[config.mk]
export PLATFORM = sky130hd
export DESIGN_NAME = fpa_top
export DESIGN_NICKNAME = d
export VERILOG_FILES = /design/src/common/fpa_data_pkg.sv /design/src/common/fpa_ctrl_pkg.sv /design/src/fpa/fpa_t_reg.sv /design/src/fpa/fpa_m_reg.sv /design/src/fpa/fpa_alu.sv /design/src/fpa/fpa_status.sv /design/src/verilog/fpa_top.sv
export VERILOG_INCLUDE_DIRS = /design/src /design/src/common
export SDC_FILE = /design/constraint.sdc
export NUM_CORES = 1
export LEC_CHECK = 0
export ABC_AREA = 1
export BUFFER_PORTS_ARGS = -buffer_cell sky130_fd_sc_hd__clkbuf_2
export CORE_MARGIN = 4
export CORE_UTILIZATION = 45
export CTS_CLUSTER_DIAMETER = 120
export DETAILED_ROUTE_END_ITERATION = 16
export HOLD_SLACK_MARGIN = 0.1
export PLACE_DENSITY = 0.7
export SKIP_CTS_REPAIR_TIMING = 1
export SLEW_MARGIN = 20
export SYNTH_ARGS = -nofsm -noshare
export SYNTH_HDL_FRONTEND = slang
export SYNTH_SLANG_ARGS = --single-unit
export TNS_END_PERCENT = 1
[constraint.sdc]
create_clock -name clk_sys -period 3.3 [get_ports clk_sys]
set_clock_uncertainty 0.15 [all_clocks]
set_input_delay 0.165 -clock clk_sys [delete_from_list [all_inputs] [get_ports clk_sys]]
set_output_delay 0.165 -clock clk_sys [all_outputs]
set_load 0.05 [all_outputs]
[src/common/fpa_config.svh]
// fpa widths and segments
`ifndef FPA_CONFIG_SVH
`define FPA_CONFIG_SVH

// bit 0 is the msb everywhere

// mantissa width, bits 0..39
`define FPA_MANT_W 40

// zp bus and w bus width
`define FPA_ZP_W 16

// external d byte on the low half of zp
`define FPA_D_W 8

// first bit of the middle adder segment
`define FPA_SEG_A 16

// first bit of the low adder segment
`define FPA_SEG_B 32

`endif

[src/common/fpa_data_pkg.sv]
// fpa data word types
`include "fpa_config.svh"

package fpa_data_pkg;

	// plain mantissa word with bit 0 as msb
	typedef logic [0:`FPA_MANT_W-1] mant_t;

	// guard bit at -1 followed by the mantissa
	typedef logic [-1:`FPA_MANT_W-1] ext_t;

	// k bus sources in lkb/f9 select order
	typedef enum logic [1:0] {
		k_sum = 2'b00,
		k_m = 2'b01,
		// w in 0..15 and 16..31 with the top byte of w in 32..39
		k_w_rep = 2'b10,
		k_zero = 2'b11
	} kbus_sel_e;

	// zp bus sources
	typedef enum logic [1:0] {
		zp_t_hi = 2'b00,
		zp_t_mid = 2'b01,
		// t 32..39 then d
		zp_t_lo_d = 2'b10,
		zp_flags = 2'b11
	} zp_sel_e;

	// cpu condition flags
	typedef struct packed {
		logic z;
		logic m;
		logic v;
		logic c;
	} flags_t;

	// zp word read as a t slice or as the flags layout
	typedef union packed {
		logic [0:`FPA_ZP_W-1] data;
		struct packed {
			flags_t flags;
			// always zero
			logic [0:`FPA_ZP_W-5] rsvd;
		} flg;
	} zp_word_u;

endpackage

[src/common/fpa_ctrl_pkg.sv]
// fpa control and status types
package fpa_ctrl_pkg;

	// t register ops
	typedef enum logic [1:0] {
		t_hold = 2'b00,
		t_load_k = 2'b01,
		t_shl = 2'b10,
		t_shr = 2'b11
	} t_op_e;

	// m register ops
	typedef enum logic [1:0] {
		m_hold = 2'b00,
		m_load_t = 2'b01,
		m_shl = 2'b10,
		m_shr = 2'b11
	} m_op_e;

	// adder operand forms
	typedef enum logic [1:0] {
		// t + c
		alu_add = 2'b00,
		// t + ~c + 1
		alu_sub = 2'b01,
		alu_pass_t = 2'b10,
		alu_pass_c = 2'b11
	} alu_op_e;

	// per-block control slices
	typedef struct packed {
		logic t_clr;
		t_op_e t_op;
		logic t_1_d;
		fpa_data_pkg::kbus_sel_e k_sel;
	} t_ctrl_t;

	typedef struct packed {
		logic m_clr;
		m_op_e m_op;
		logic m_1_d;
	} m_ctrl_t;

	typedef struct packed {
		logic c_load;
		logic c_shr;
		alu_op_e alu_op;
	} alu_ctrl_t;

	typedef struct packed {
		logic zp_clr;
		fpa_data_pkg::zp_sel_e zp_sel;
	} zp_ctrl_t;

	// all strobes for one cycle
	typedef struct packed {
		t_ctrl_t t;
		m_ctrl_t m;
		alu_ctrl_t alu;
		zp_ctrl_t zp;
	} fpa_ctrl_t;

	// levels for the microsequencer
	typedef struct packed {
		// register taps
		logic t_1;
		logic t0;
		logic t1;
		logic t16;
		logic t39;
		logic m_1;
		logic m0;
		logic m14;
		logic m15;
		logic m32;
		logic m38;
		logic m39;
		logic c0;
		logic c39;
		// high when the group of t is nonzero
		logic z_0_1;
		logic z_2_7;
		logic z_8_15;
		logic z_16_23;
		logic z_24_31;
		logic z_32_39;
		// sign comparisons
		logic c0_eq_c1;
		logic t0_eq_c0;
		logic t0_neq_t1;
		logic t0_neq_t_1;
		// segment carries
		logic co0;
		logic co16;
		logic co32;
	} fpa_status_t;

endpackage

[src/fpa/fpa_t_reg.sv]
// fpa t register
`timescale 1ns/1ps
`include "fpa_config.svh"

module fpa_t_reg (
	input logic clk_sys,
	input logic arst_n,
	input fpa_ctrl_pkg::t_ctrl_t ctrl,
	input logic [0:`FPA_ZP_W-1] w,
	input fpa_data_pkg::mant_t sum,
	input fpa_data_pkg::ext_t m,
	output fpa_data_pkg::ext_t t
);

	fpa_data_pkg::mant_t k;

	// k bus mux
	always_comb begin
		case (ctrl.k_sel)
			fpa_data_pkg::k_sum: begin
				k = sum;
			end
			fpa_data_pkg::k_m: begin
				// guard bit of m not on the bus
				k = m[0:`FPA_MANT_W-1];
			end
			fpa_data_pkg::k_w_rep: begin
				// two full copies and then the top byte
				k = {w, w, w[0:`FPA_MANT_W-2*`FPA_ZP_W-1]};
			end
			default: begin
				k = '0;
			end
		endcase
	end

	// t register where clear wins over the op
	always_ff @(posedge clk_sys or negedge arst_n) begin
		if (!arst_n) begin
			t <= '0;
		end else if (ctrl.t_clr) begin
			t <= '0;
		end else begin
			case (ctrl.t_op)
				fpa_ctrl_pkg::t_load_k: begin
					// guard comes from outside
					t <= {ctrl.t_1_d, k};
				end
				fpa_ctrl_pkg::t_shl: begin
					// t0 into guard and m guard into t39
					// t and m act as one long register here
					t <= {t[0:`FPA_MANT_W-1], m[-1]};
				end
				fpa_ctrl_pkg::t_shr: begin
					// guard kept and copied into t0
					t <= {t[-1], t[-1:`FPA_MANT_W-2]};
				end
				default: begin
					t <= t;
				end
			endcase
		end
	end

endmodule

[src/fpa/fpa_m_reg.sv]
// fpa m register
`timescale 1ns/1ps
`include "fpa_config.svh"

module fpa_m_reg (
	input logic clk_sys,
	input logic arst_n,
	input fpa_ctrl_pkg::m_ctrl_t ctrl,
	input fpa_data_pkg::ext_t t,
	output fpa_data_pkg::ext_t m
);

	// multiplier / extension register
	// always loaded full width
	always_ff @(posedge clk_sys or negedge arst_n) begin
		if (!arst_n) begin
			m <= '0;
		end else if (ctrl.m_clr) begin
			m <= '0;
		end else begin
			case (ctrl.m_op)
				fpa_ctrl_pkg::m_load_t: begin
					// t guard dropped, m guard from outside
					m <= {ctrl.m_1_d, t[0:`FPA_MANT_W-1]};
				end
				fpa_ctrl_pkg::m_shl: begin
					// m0 into guard, zero into m39
					m <= {m[0:`FPA_MANT_W-1], 1'b0};
				end
				fpa_ctrl_pkg::m_shr: begin
					// guard kept, m_1_d into m0
					// m39 falls off
					m <= {m[-1], ctrl.m_1_d, m[0:`FPA_MANT_W-2]};
				end
				default: begin
					m <= m;
				end
			endcase
		end
	end

endmodule

[src/fpa/fpa_alu.sv]
// fpa c register and mantissa adder
`timescale 1ns/1ps
`include "fpa_config.svh"

module fpa_alu (
	input logic clk_sys,
	input logic arst_n,
	input fpa_ctrl_pkg::alu_ctrl_t ctrl,
	input fpa_data_pkg::mant_t t,
	output fpa_data_pkg::mant_t c,
	output fpa_data_pkg::mant_t sum,
	output logic co0,
	output logic co16,
	output logic co32
);

	// segment widths counted up from bit 39
	localparam int mid_w = `FPA_MANT_W - `FPA_SEG_A;
	localparam int low_w = `FPA_MANT_W - `FPA_SEG_B;

	fpa_data_pkg::mant_t opa;
	fpa_data_pkg::mant_t opb;
	logic cin;
	logic [`FPA_MANT_W:0] full_sum;
	logic [mid_w:0] mid_sum;
	logic [low_w:0] low_sum;

	// c register where load has priority over shift
	always_ff @(posedge clk_sys or negedge arst_n) begin
		if (!arst_n) begin
			c <= '0;
		end else if (ctrl.c_load) begin
			c <= t;
		end else if (ctrl.c_shr) begin
			// arithmetic shift keeps the sign in c0
			c <= {c[0], c[0:`FPA_MANT_W-2]};
		end
	end

	// operand forming
	always_comb begin
		case (ctrl.alu_op)
			fpa_ctrl_pkg::alu_add: begin
				opa = t;
				opb = c;
				cin = 1'b0;
			end
			fpa_ctrl_pkg::alu_sub: begin
				// two's complement of c
				opa = t;
				opb = ~c;
				cin = 1'b1;
			end
			fpa_ctrl_pkg::alu_pass_t: begin
				opa = t;
				opb = '0;
				cin = 1'b0;
			end
			default: begin
				opa = '0;
				opb = c;
				cin = 1'b0;
			end
		endcase
	end

	// one sum per segment from the same carry-in
	// segment sums only deliver their carry
	always_comb begin
		full_sum = {1'b0, opa} + {1'b0, opb} + cin;
		mid_sum = {1'b0, opa[`FPA_SEG_A:`FPA_MANT_W-1]}
			+ {1'b0, opb[`FPA_SEG_A:`FPA_MANT_W-1]} + cin;
		low_sum = {1'b0, opa[`FPA_SEG_B:`FPA_MANT_W-1]}
			+ {1'b0, opb[`FPA_SEG_B:`FPA_MANT_W-1]} + cin;
	end

	// top result bit lands in sum bit 0
	assign sum = full_sum[`FPA_MANT_W-1:0];
	// carry out above bit 0
	assign co0 = full_sum[`FPA_MANT_W];
	// out of 16..39
	assign co16 = mid_sum[mid_w];
	// out of 32..39
	assign co32 = low_sum[low_w];

endmodule

[src/fpa/fpa_status.sv]
// fpa zp bus and status levels
`timescale 1ns/1ps
`include "fpa_config.svh"

module fpa_status (
	input fpa_data_pkg::ext_t t,
	input fpa_data_pkg::ext_t m,
	input fpa_data_pkg::mant_t c,
	input logic co0,
	input logic co16,
	input logic co32,
	input logic [0:`FPA_D_W-1] d,
	input fpa_data_pkg::flags_t flags,
	input fpa_ctrl_pkg::zp_ctrl_t ctrl,
	output fpa_data_pkg::zp_word_u zp,
	output fpa_ctrl_pkg::fpa_status_t status
);

	// zp mux gives a cleared word unless a source is picked
	always_comb begin
		zp = '0;
		if (!ctrl.zp_clr) begin
			case (ctrl.zp_sel)
				fpa_data_pkg::zp_t_hi: begin
					zp.data = t[0:`FPA_SEG_A-1];
				end
				fpa_data_pkg::zp_t_mid: begin
					zp.data = t[`FPA_SEG_A:`FPA_SEG_B-1];
				end
				fpa_data_pkg::zp_t_lo_d: begin
					// last t byte then d
					zp.data = {t[`FPA_SEG_B:`FPA_MANT_W-1], d};
				end
				default: begin
					// flags on top and the rest reads zero
					zp.flg.flags = flags;
					zp.flg.rsvd = '0;
				end
			endcase
		end
	end

	always_comb begin
		// taps
		status.t_1 = t[-1];
		status.t0 = t[0];
		status.t1 = t[1];
		status.t16 = t[16];
		status.t39 = t[39];
		status.m_1 = m[-1];
		status.m0 = m[0];
		status.m14 = m[14];
		status.m15 = m[15];
		status.m32 = m[32];
		status.m38 = m[38];
		status.m39 = m[39];
		status.c0 = c[0];
		status.c39 = c[39];
		// zero groups set on any one bit
		status.z_0_1 = |t[0:1];
		status.z_2_7 = |t[2:7];
		status.z_8_15 = |t[8:15];
		status.z_16_23 = |t[16:23];
		status.z_24_31 = |t[24:31];
		status.z_32_39 = |t[32:39];
		// sign checks for normalise and overflow
		status.c0_eq_c1 = c[0] == c[1];
		status.t0_eq_c0 = t[0] == c[0];
		status.t0_neq_t1 = t[0] != t[1];
		status.t0_neq_t_1 = t[0] != t[-1];
		// adder carries passed through
		status.co0 = co0;
		status.co16 = co16;
		status.co32 = co32;
	end

endmodule

[src/verilog/fpa_top.sv]
// fpa mantissa unit top
`timescale 1ns/1ps
`include "fpa_config.svh"

module fpa_top (
	input logic clk_sys,
	input logic arst_n,
	input fpa_ctrl_pkg::fpa_ctrl_t ctrl,
	input logic [0:`FPA_ZP_W-1] w,
	input logic [0:`FPA_D_W-1] d,
	input fpa_data_pkg::flags_t flags,
	output fpa_data_pkg::zp_word_u zp,
	output fpa_ctrl_pkg::fpa_status_t status
);

	fpa_data_pkg::ext_t t;
	fpa_data_pkg::ext_t m;
	fpa_data_pkg::mant_t c;
	fpa_data_pkg::mant_t sum;
	logic co0;
	logic co16;
	logic co32;

	// t takes sum and m on the k bus
	fpa_t_reg i_t_reg (
		.clk_sys(clk_sys),
		.arst_n(arst_n),
		.ctrl(ctrl.t),
		.w(w),
		.sum(sum),
		.m(m),
		.t(t)
	);

	fpa_m_reg i_m_reg (
		.clk_sys(clk_sys),
		.arst_n(arst_n),
		.ctrl(ctrl.m),
		.t(t),
		.m(m)
	);

	// adder sees t without its guard
	fpa_alu i_alu (
		.clk_sys(clk_sys),
		.arst_n(arst_n),
		.ctrl(ctrl.alu),
		.t(t[0:`FPA_MANT_W-1]),
		.c(c),
		.sum(sum),
		.co0(co0),
		.co16(co16),
		.co32(co32)
	);

	fpa_status i_status (
		.t(t),
		.m(m),
		.c(c),
		.co0(co0),
		.co16(co16),
		.co32(co32),
		.d(d),
		.flags(flags),
		.ctrl(ctrl.zp),
		.zp(zp),
		.status(status)
	);

endmodule

# After elaboration in Yosys (flattened, before gate mapping)
# Cells that the tools add are included.
[totals]
reg_bits = 122
input_bits = 47
wordCells = 60
output_inout_bits = 43
[classes]
n_reduce_logical = 17
addsub = 6
muxes = 12
n_eq_ne = 18
bitwise = 1
[op_table]
columns = ["operator", "n"]
rows = [
  ["$pmux 41 s3", 2],
  ["$pmux 40 s3", 1],
  ["$mux 41", 2],
  ["$mux 40", 2],
  ["$pmux 40 s2", 1],
  ["$pmux 16 s3", 1],
  ["$add 40x40->41", 1],
  ["$add 41x1->41", 1],
  ["$not 40->40", 1],
  ["$mux 39", 1],
  ["$reduce_or 8->1", 4],
  ["$add 24x24->25", 1],
  ["$add 25x1->25", 1],
  ["$mux 16", 1],
  ["$eq 2x2->1 const B", 7],
  ["$eq 2x1->1 const B", 5],
  ["$add 8x8->9", 1],
  ["$add 9x1->9", 1],
  ["$reduce_bool 4->1", 2],
  ["$logic_not 2->1", 3],
  ["$reduce_bool 3->1", 2],
  ["$reduce_or 6->1", 1],
  ["$ne 2x2->1 const B", 2],
  ["$reduce_and 2->1", 2],
  ["other kinds (6)", 8],
]

# Logic depth before layout (Yosys ltp)
[depth]
ltp_word = 8
depth_mapped = 23
ltp_nobuf = 22

# Hierarchy
# Synthesis repeated with hierarchy kept, for this count alone.
[unflattened]
cells_unflattened = 2106
hier_area_um2 = 12328.1
[by_module_without_submodules]
columns = ["module", "seq_area_each_um2", "instances", "cells_per_inst", "area_per_inst_um2"]
rows = [
  ["fpa_alu", 1001.0, 1, 1018, 5748.0],
  ["fpa_t_reg", 1026.0, 1, 559, 3276.9],
  ["fpa_m_reg", 1026.0, 1, 364, 2476.1],
  ["fpa_status", 0.0, 1, 165, 827.0],
]

# Worst setup path after synthesis
# Ideal clock, no wire load.
[synth_path]
kind = "input port to output port"
start = "input port ctrl[4] (netlist bit)"
end = "output port status[2] (netlist bit)"
path_stages = 19
t_required_ns = 2.985
setup_slack_ns = 0.353
n_path_buf = 2
t_arrival_ns = 2.632
cell_sequence = "inv_1 ha_1 inv_1 nand2_1 clkbuf_1 nand2_1 o21ai_0 fa_1 inv_1 fa_1 nand3_1 nand3_2 nand4_1 nand3_2 nand2_1 nand2_1 nand4_1 o211ai_1 buf_4"
[synth_between]
elab_chain_cells = 5
word_cells_on_any_way = 9
cone_classes = "2 x add/sub; 2 x eq/ne; 3 x mux; 2 x reduce/logical"
[synth_rtl]
columns = ["item", "line", "text"]
rows = [
  ["start, declared", "fpa_top.sv:8", "input fpa_ctrl_pkg::fpa_ctrl_t ctrl,"],
  ["$eq 2x2->1 (tied with other cells)", "fpa_alu.sv:42", "case (ctrl.alu_op)"],
  ["$reduce_or 3->1 (no source line)", "--", ""],
  ["$mux 40", "fpa_alu.sv:42", ""],
  ["$add 40x40->41", "fpa_alu.sv:70", "full_sum = {1'b0, opa} + {1'b0, opb} + cin;"],
  ["$add 41x1->41 *", "fpa_alu.sv:70", ""],
  ["end, declared", "fpa_top.sv:13", "output fpa_ctrl_pkg::fpa_status_t status"],
]
# Mark *: on every way between the ends. The rest lies on a longest branch, timed or not.

==> qor.csv <==
stage,metric,value,unit
setup_path,end_kind,output port,
cells_and_area,final_area,0.0128,mm²
synth,ys_warn_count,0,
cells_and_area,layout-area-overhead-vs-synth,15.0,%
cells_and_area,fin_util,0.527,
setup_path,arrival,2900,ps
timing,period_share,0.974,
die,coreArea,0.0243,mm²
cts,clockBufferDepth,2,
cts,cts_max_level,4,
hold_path,worst_hold_path.endpoint,i_t_reg.t[8]$_DFFE_PN0P_,
timing,min_period,3210,ps
timing,slew_headroom,0.298,
routing,viasPerCell,5.88,
setup_path,worstSetupStartpointType,flop,
power,peakVddDrop,322,µV
placement,preCtsSetupSlack,-16.9,ps
timing,finalHoldViolations,0,
cts,cts_inserted_buffers,17,
timing,setup_slack,85.7,ps
die,dieArea,0.0273,mm²
routing,drt_wl_total,43000,µm
hold_path,holdCritPathClass,primary input to flop,
die,fp.dieW,165,µm
timing,worst_pin_slew,1050,ps
global_route,grtUsageTotal,0.312,
setup_path,required,2980,ps
cells_and_area,layout_commonest_cell,nand2_1,
global_route,antenna_found_initial,1,
die,io_pins,90,
setup_path,regToRegSetupSlack,360,ps
cts,clk_pin_slew_worst_paths,70,ps
timing,drv_slew,0,
setup_path,r2r-start,i_t_reg.t[2]$_DFFE_PN0P_,
cells_and_area,final_cells,2209,
routing,ant_nets,0,
status,status,"finished, final reports clean",
synth,avgSynthCellArea,6.23,µm²
cells_and_area,diodes,0,
cts,clock-sinks,122,
timing,setup_tns,0,ps
setup_path,path_class,flop to output port,
global_route,grt_max_degree,59,
cells_and_area,final_cell_mix,"439 x nand2_1, 252 x inv_1, 202 x o21ai_0",
routing,drt_iter0_drc,1741,
die,rows,57,
synth,ys_types,42,
timing,setup_viol,0,
synth,synth_edf_count,0,
cells_and_area,nFillCells,2452,
placement,dpl.hpwl,33000,µm
setup_path,reg2reg_depth,14,
cells_and_area,seqCellArea,0.00305,mm²
power,p_leak,6.48,nW
cts,clock_latency,440,ps
routing,drc,0,
placement,io_buffers,89,
synth,syn_area,0.0111,mm²
flow_run,maxCapViolations,0,
die,die_h,165,µm
cts,clockRootBuffer,clkbuf_16,
cts,cts_tree,yes,
synth,synth_ff_type,dfrtp_1,
routing,dr.pass1.iters,6,
setup_path,path_max_fanout,4,
timing,fin_hold_ws,61.3,ps
synth,ys_async_sr_fraction,1.00,
synth,syn-num-nets,1882,
synth,synth_seq_cells,122,
setup_path,r2r_end,i_t_reg.t[13]$_DFFE_PN0P_,
power,power,5.77,mW
hold_path,worstHoldStart,w[15],
global_route,grt_overflow,0,
synth,ys_seq_area_frac,0.274,
cells_and_area,drive_above_1_share,0.131,
timing,max_freq,0.311,GHz
placement,placedCellCount,2160,
global_route,grt_pass1_wl,65600,µm
routing,via_count,12983,
hold_path,hold_depth,5,
die,start_util,0.458,
synth,synth_top_area_frac,0.274,
cells_and_area,nets,1966,
placement,post_dp_cell_area,0.0120,mm²
power,p_per_area,450,mW/mm²
cells_and_area,multi_input_area,0.00667,mm²
timing,rsz0062_at_grt,false,
routing,wl_per_cell,19.5,µm
synth,synth.area.top_cells,"dfrtp_1 27%, nand2_1 15%, o21ai_0 9.3%",
global_route,grt_pass1_vias,11733,
synth,yosysTopAreaCell,dfrtp_1,
placement,gp_congestion,1.08,
synth,netlist_instances,1788,
worst max path at each step:
stage	cells after the start	start	to	slack, ps
6_report	14	i_t_reg.t[0]$_DFFE_PN0P_	status[2]	90
5_1_grt	18	ctrl[4]	status[2]	4
4_1_cts	14	i_t_reg.t[0]$_DFFE_PN0P_	status[2]	-80
3_5_place_dp	19	ctrl[4]	i_t_reg.t[13]$_DFFE_PN0P_	-20
3_3_place_gp	19	ctrl[4]	i_t_reg.t[13]$_DFFE_PN0P_	40
2_1_floorplan	19	ctrl[4]	status[2]	350
state kept, by name, summed over array words and instances, names as in the netlist:
| signal | flops |
|---|---|
| i_m_reg.m | 41 |
| i_t_reg.t | 41 |
| i_alu.c | 40 |
cells by family (layout without fill, tap and decap cells):
family / Yosys count / count (layout) / share of synthesized area
buf+inv: 363 / 460 / 0.130
compound gates: 449 / 449 / 0.231
flops: 122 / 122 / 0.274
simple gates: 803 / 803 / 0.307
xor+xnor: 3 / 3 / 0.00236
mux: 1 / 1 / 0.00101
fa+ha+maj: 47 / 47 / 0.0541
report_power, final:
group / switching [mW] / leakage, nW / internal [mW] / total (mW)
combinational: 1.31 / 4.57 / 0.591 / 1.90
clock: 0.831 / 0.296 / 1.21 / 2.04
sequential: 0.180 / 1.61 / 1.65 / 1.83
area by class of cell:
cell class,count,area share
inverters,260,0.0761
well taps,324,0.0316
multi-input cells,1303,0.520
clock inverters,14,0.0144
repair buffers,168,0.0856
flip-flops and latches,122,0.238
clock buffers,18,0.0335
Yosys cell counts, types with 9 or more instances:
cell type and number:
dfrtp_1 122, o2111ai_1 14, nor2_1 159, nand3b_1 16
inv_1 255, nand2_1 440, ha_1 45, nor3_1 19
nand2_2 19, o21ai_0 208, buf_2 14, clkbuf_1 69
o211ai_1 71, a21oi_1 107, nor4_1 9, o22ai_1 30
buf_4 19, nand3_1 112
worst max-delay path, stage by stage (launching register included):
cell      delay (ps)
dfrtp_1          410
inv_2             60
or2_2            300
fa_2             370
inv_2             70
fa_1             180
nand3_1          100
nand3_2          130
nand4_1          110
nand3_2          140
nand2_1           80
nand2_1          100
nand4_1           90
o211ai_1         100
buf_4            230
layer usage:
layer,part of all wire,GRT usage,wire [µm],vias to the layer above
li1,-,-,-,6069
met1,0.39,0.411,16900,5976
met2,0.44,0.485,18800,778
met3,0.10,0.0561,4410,160
met4,0.069,0.174,2960,0
met5,0,0,0,-
No activity file was read; power rests on OpenSTA's default activity.
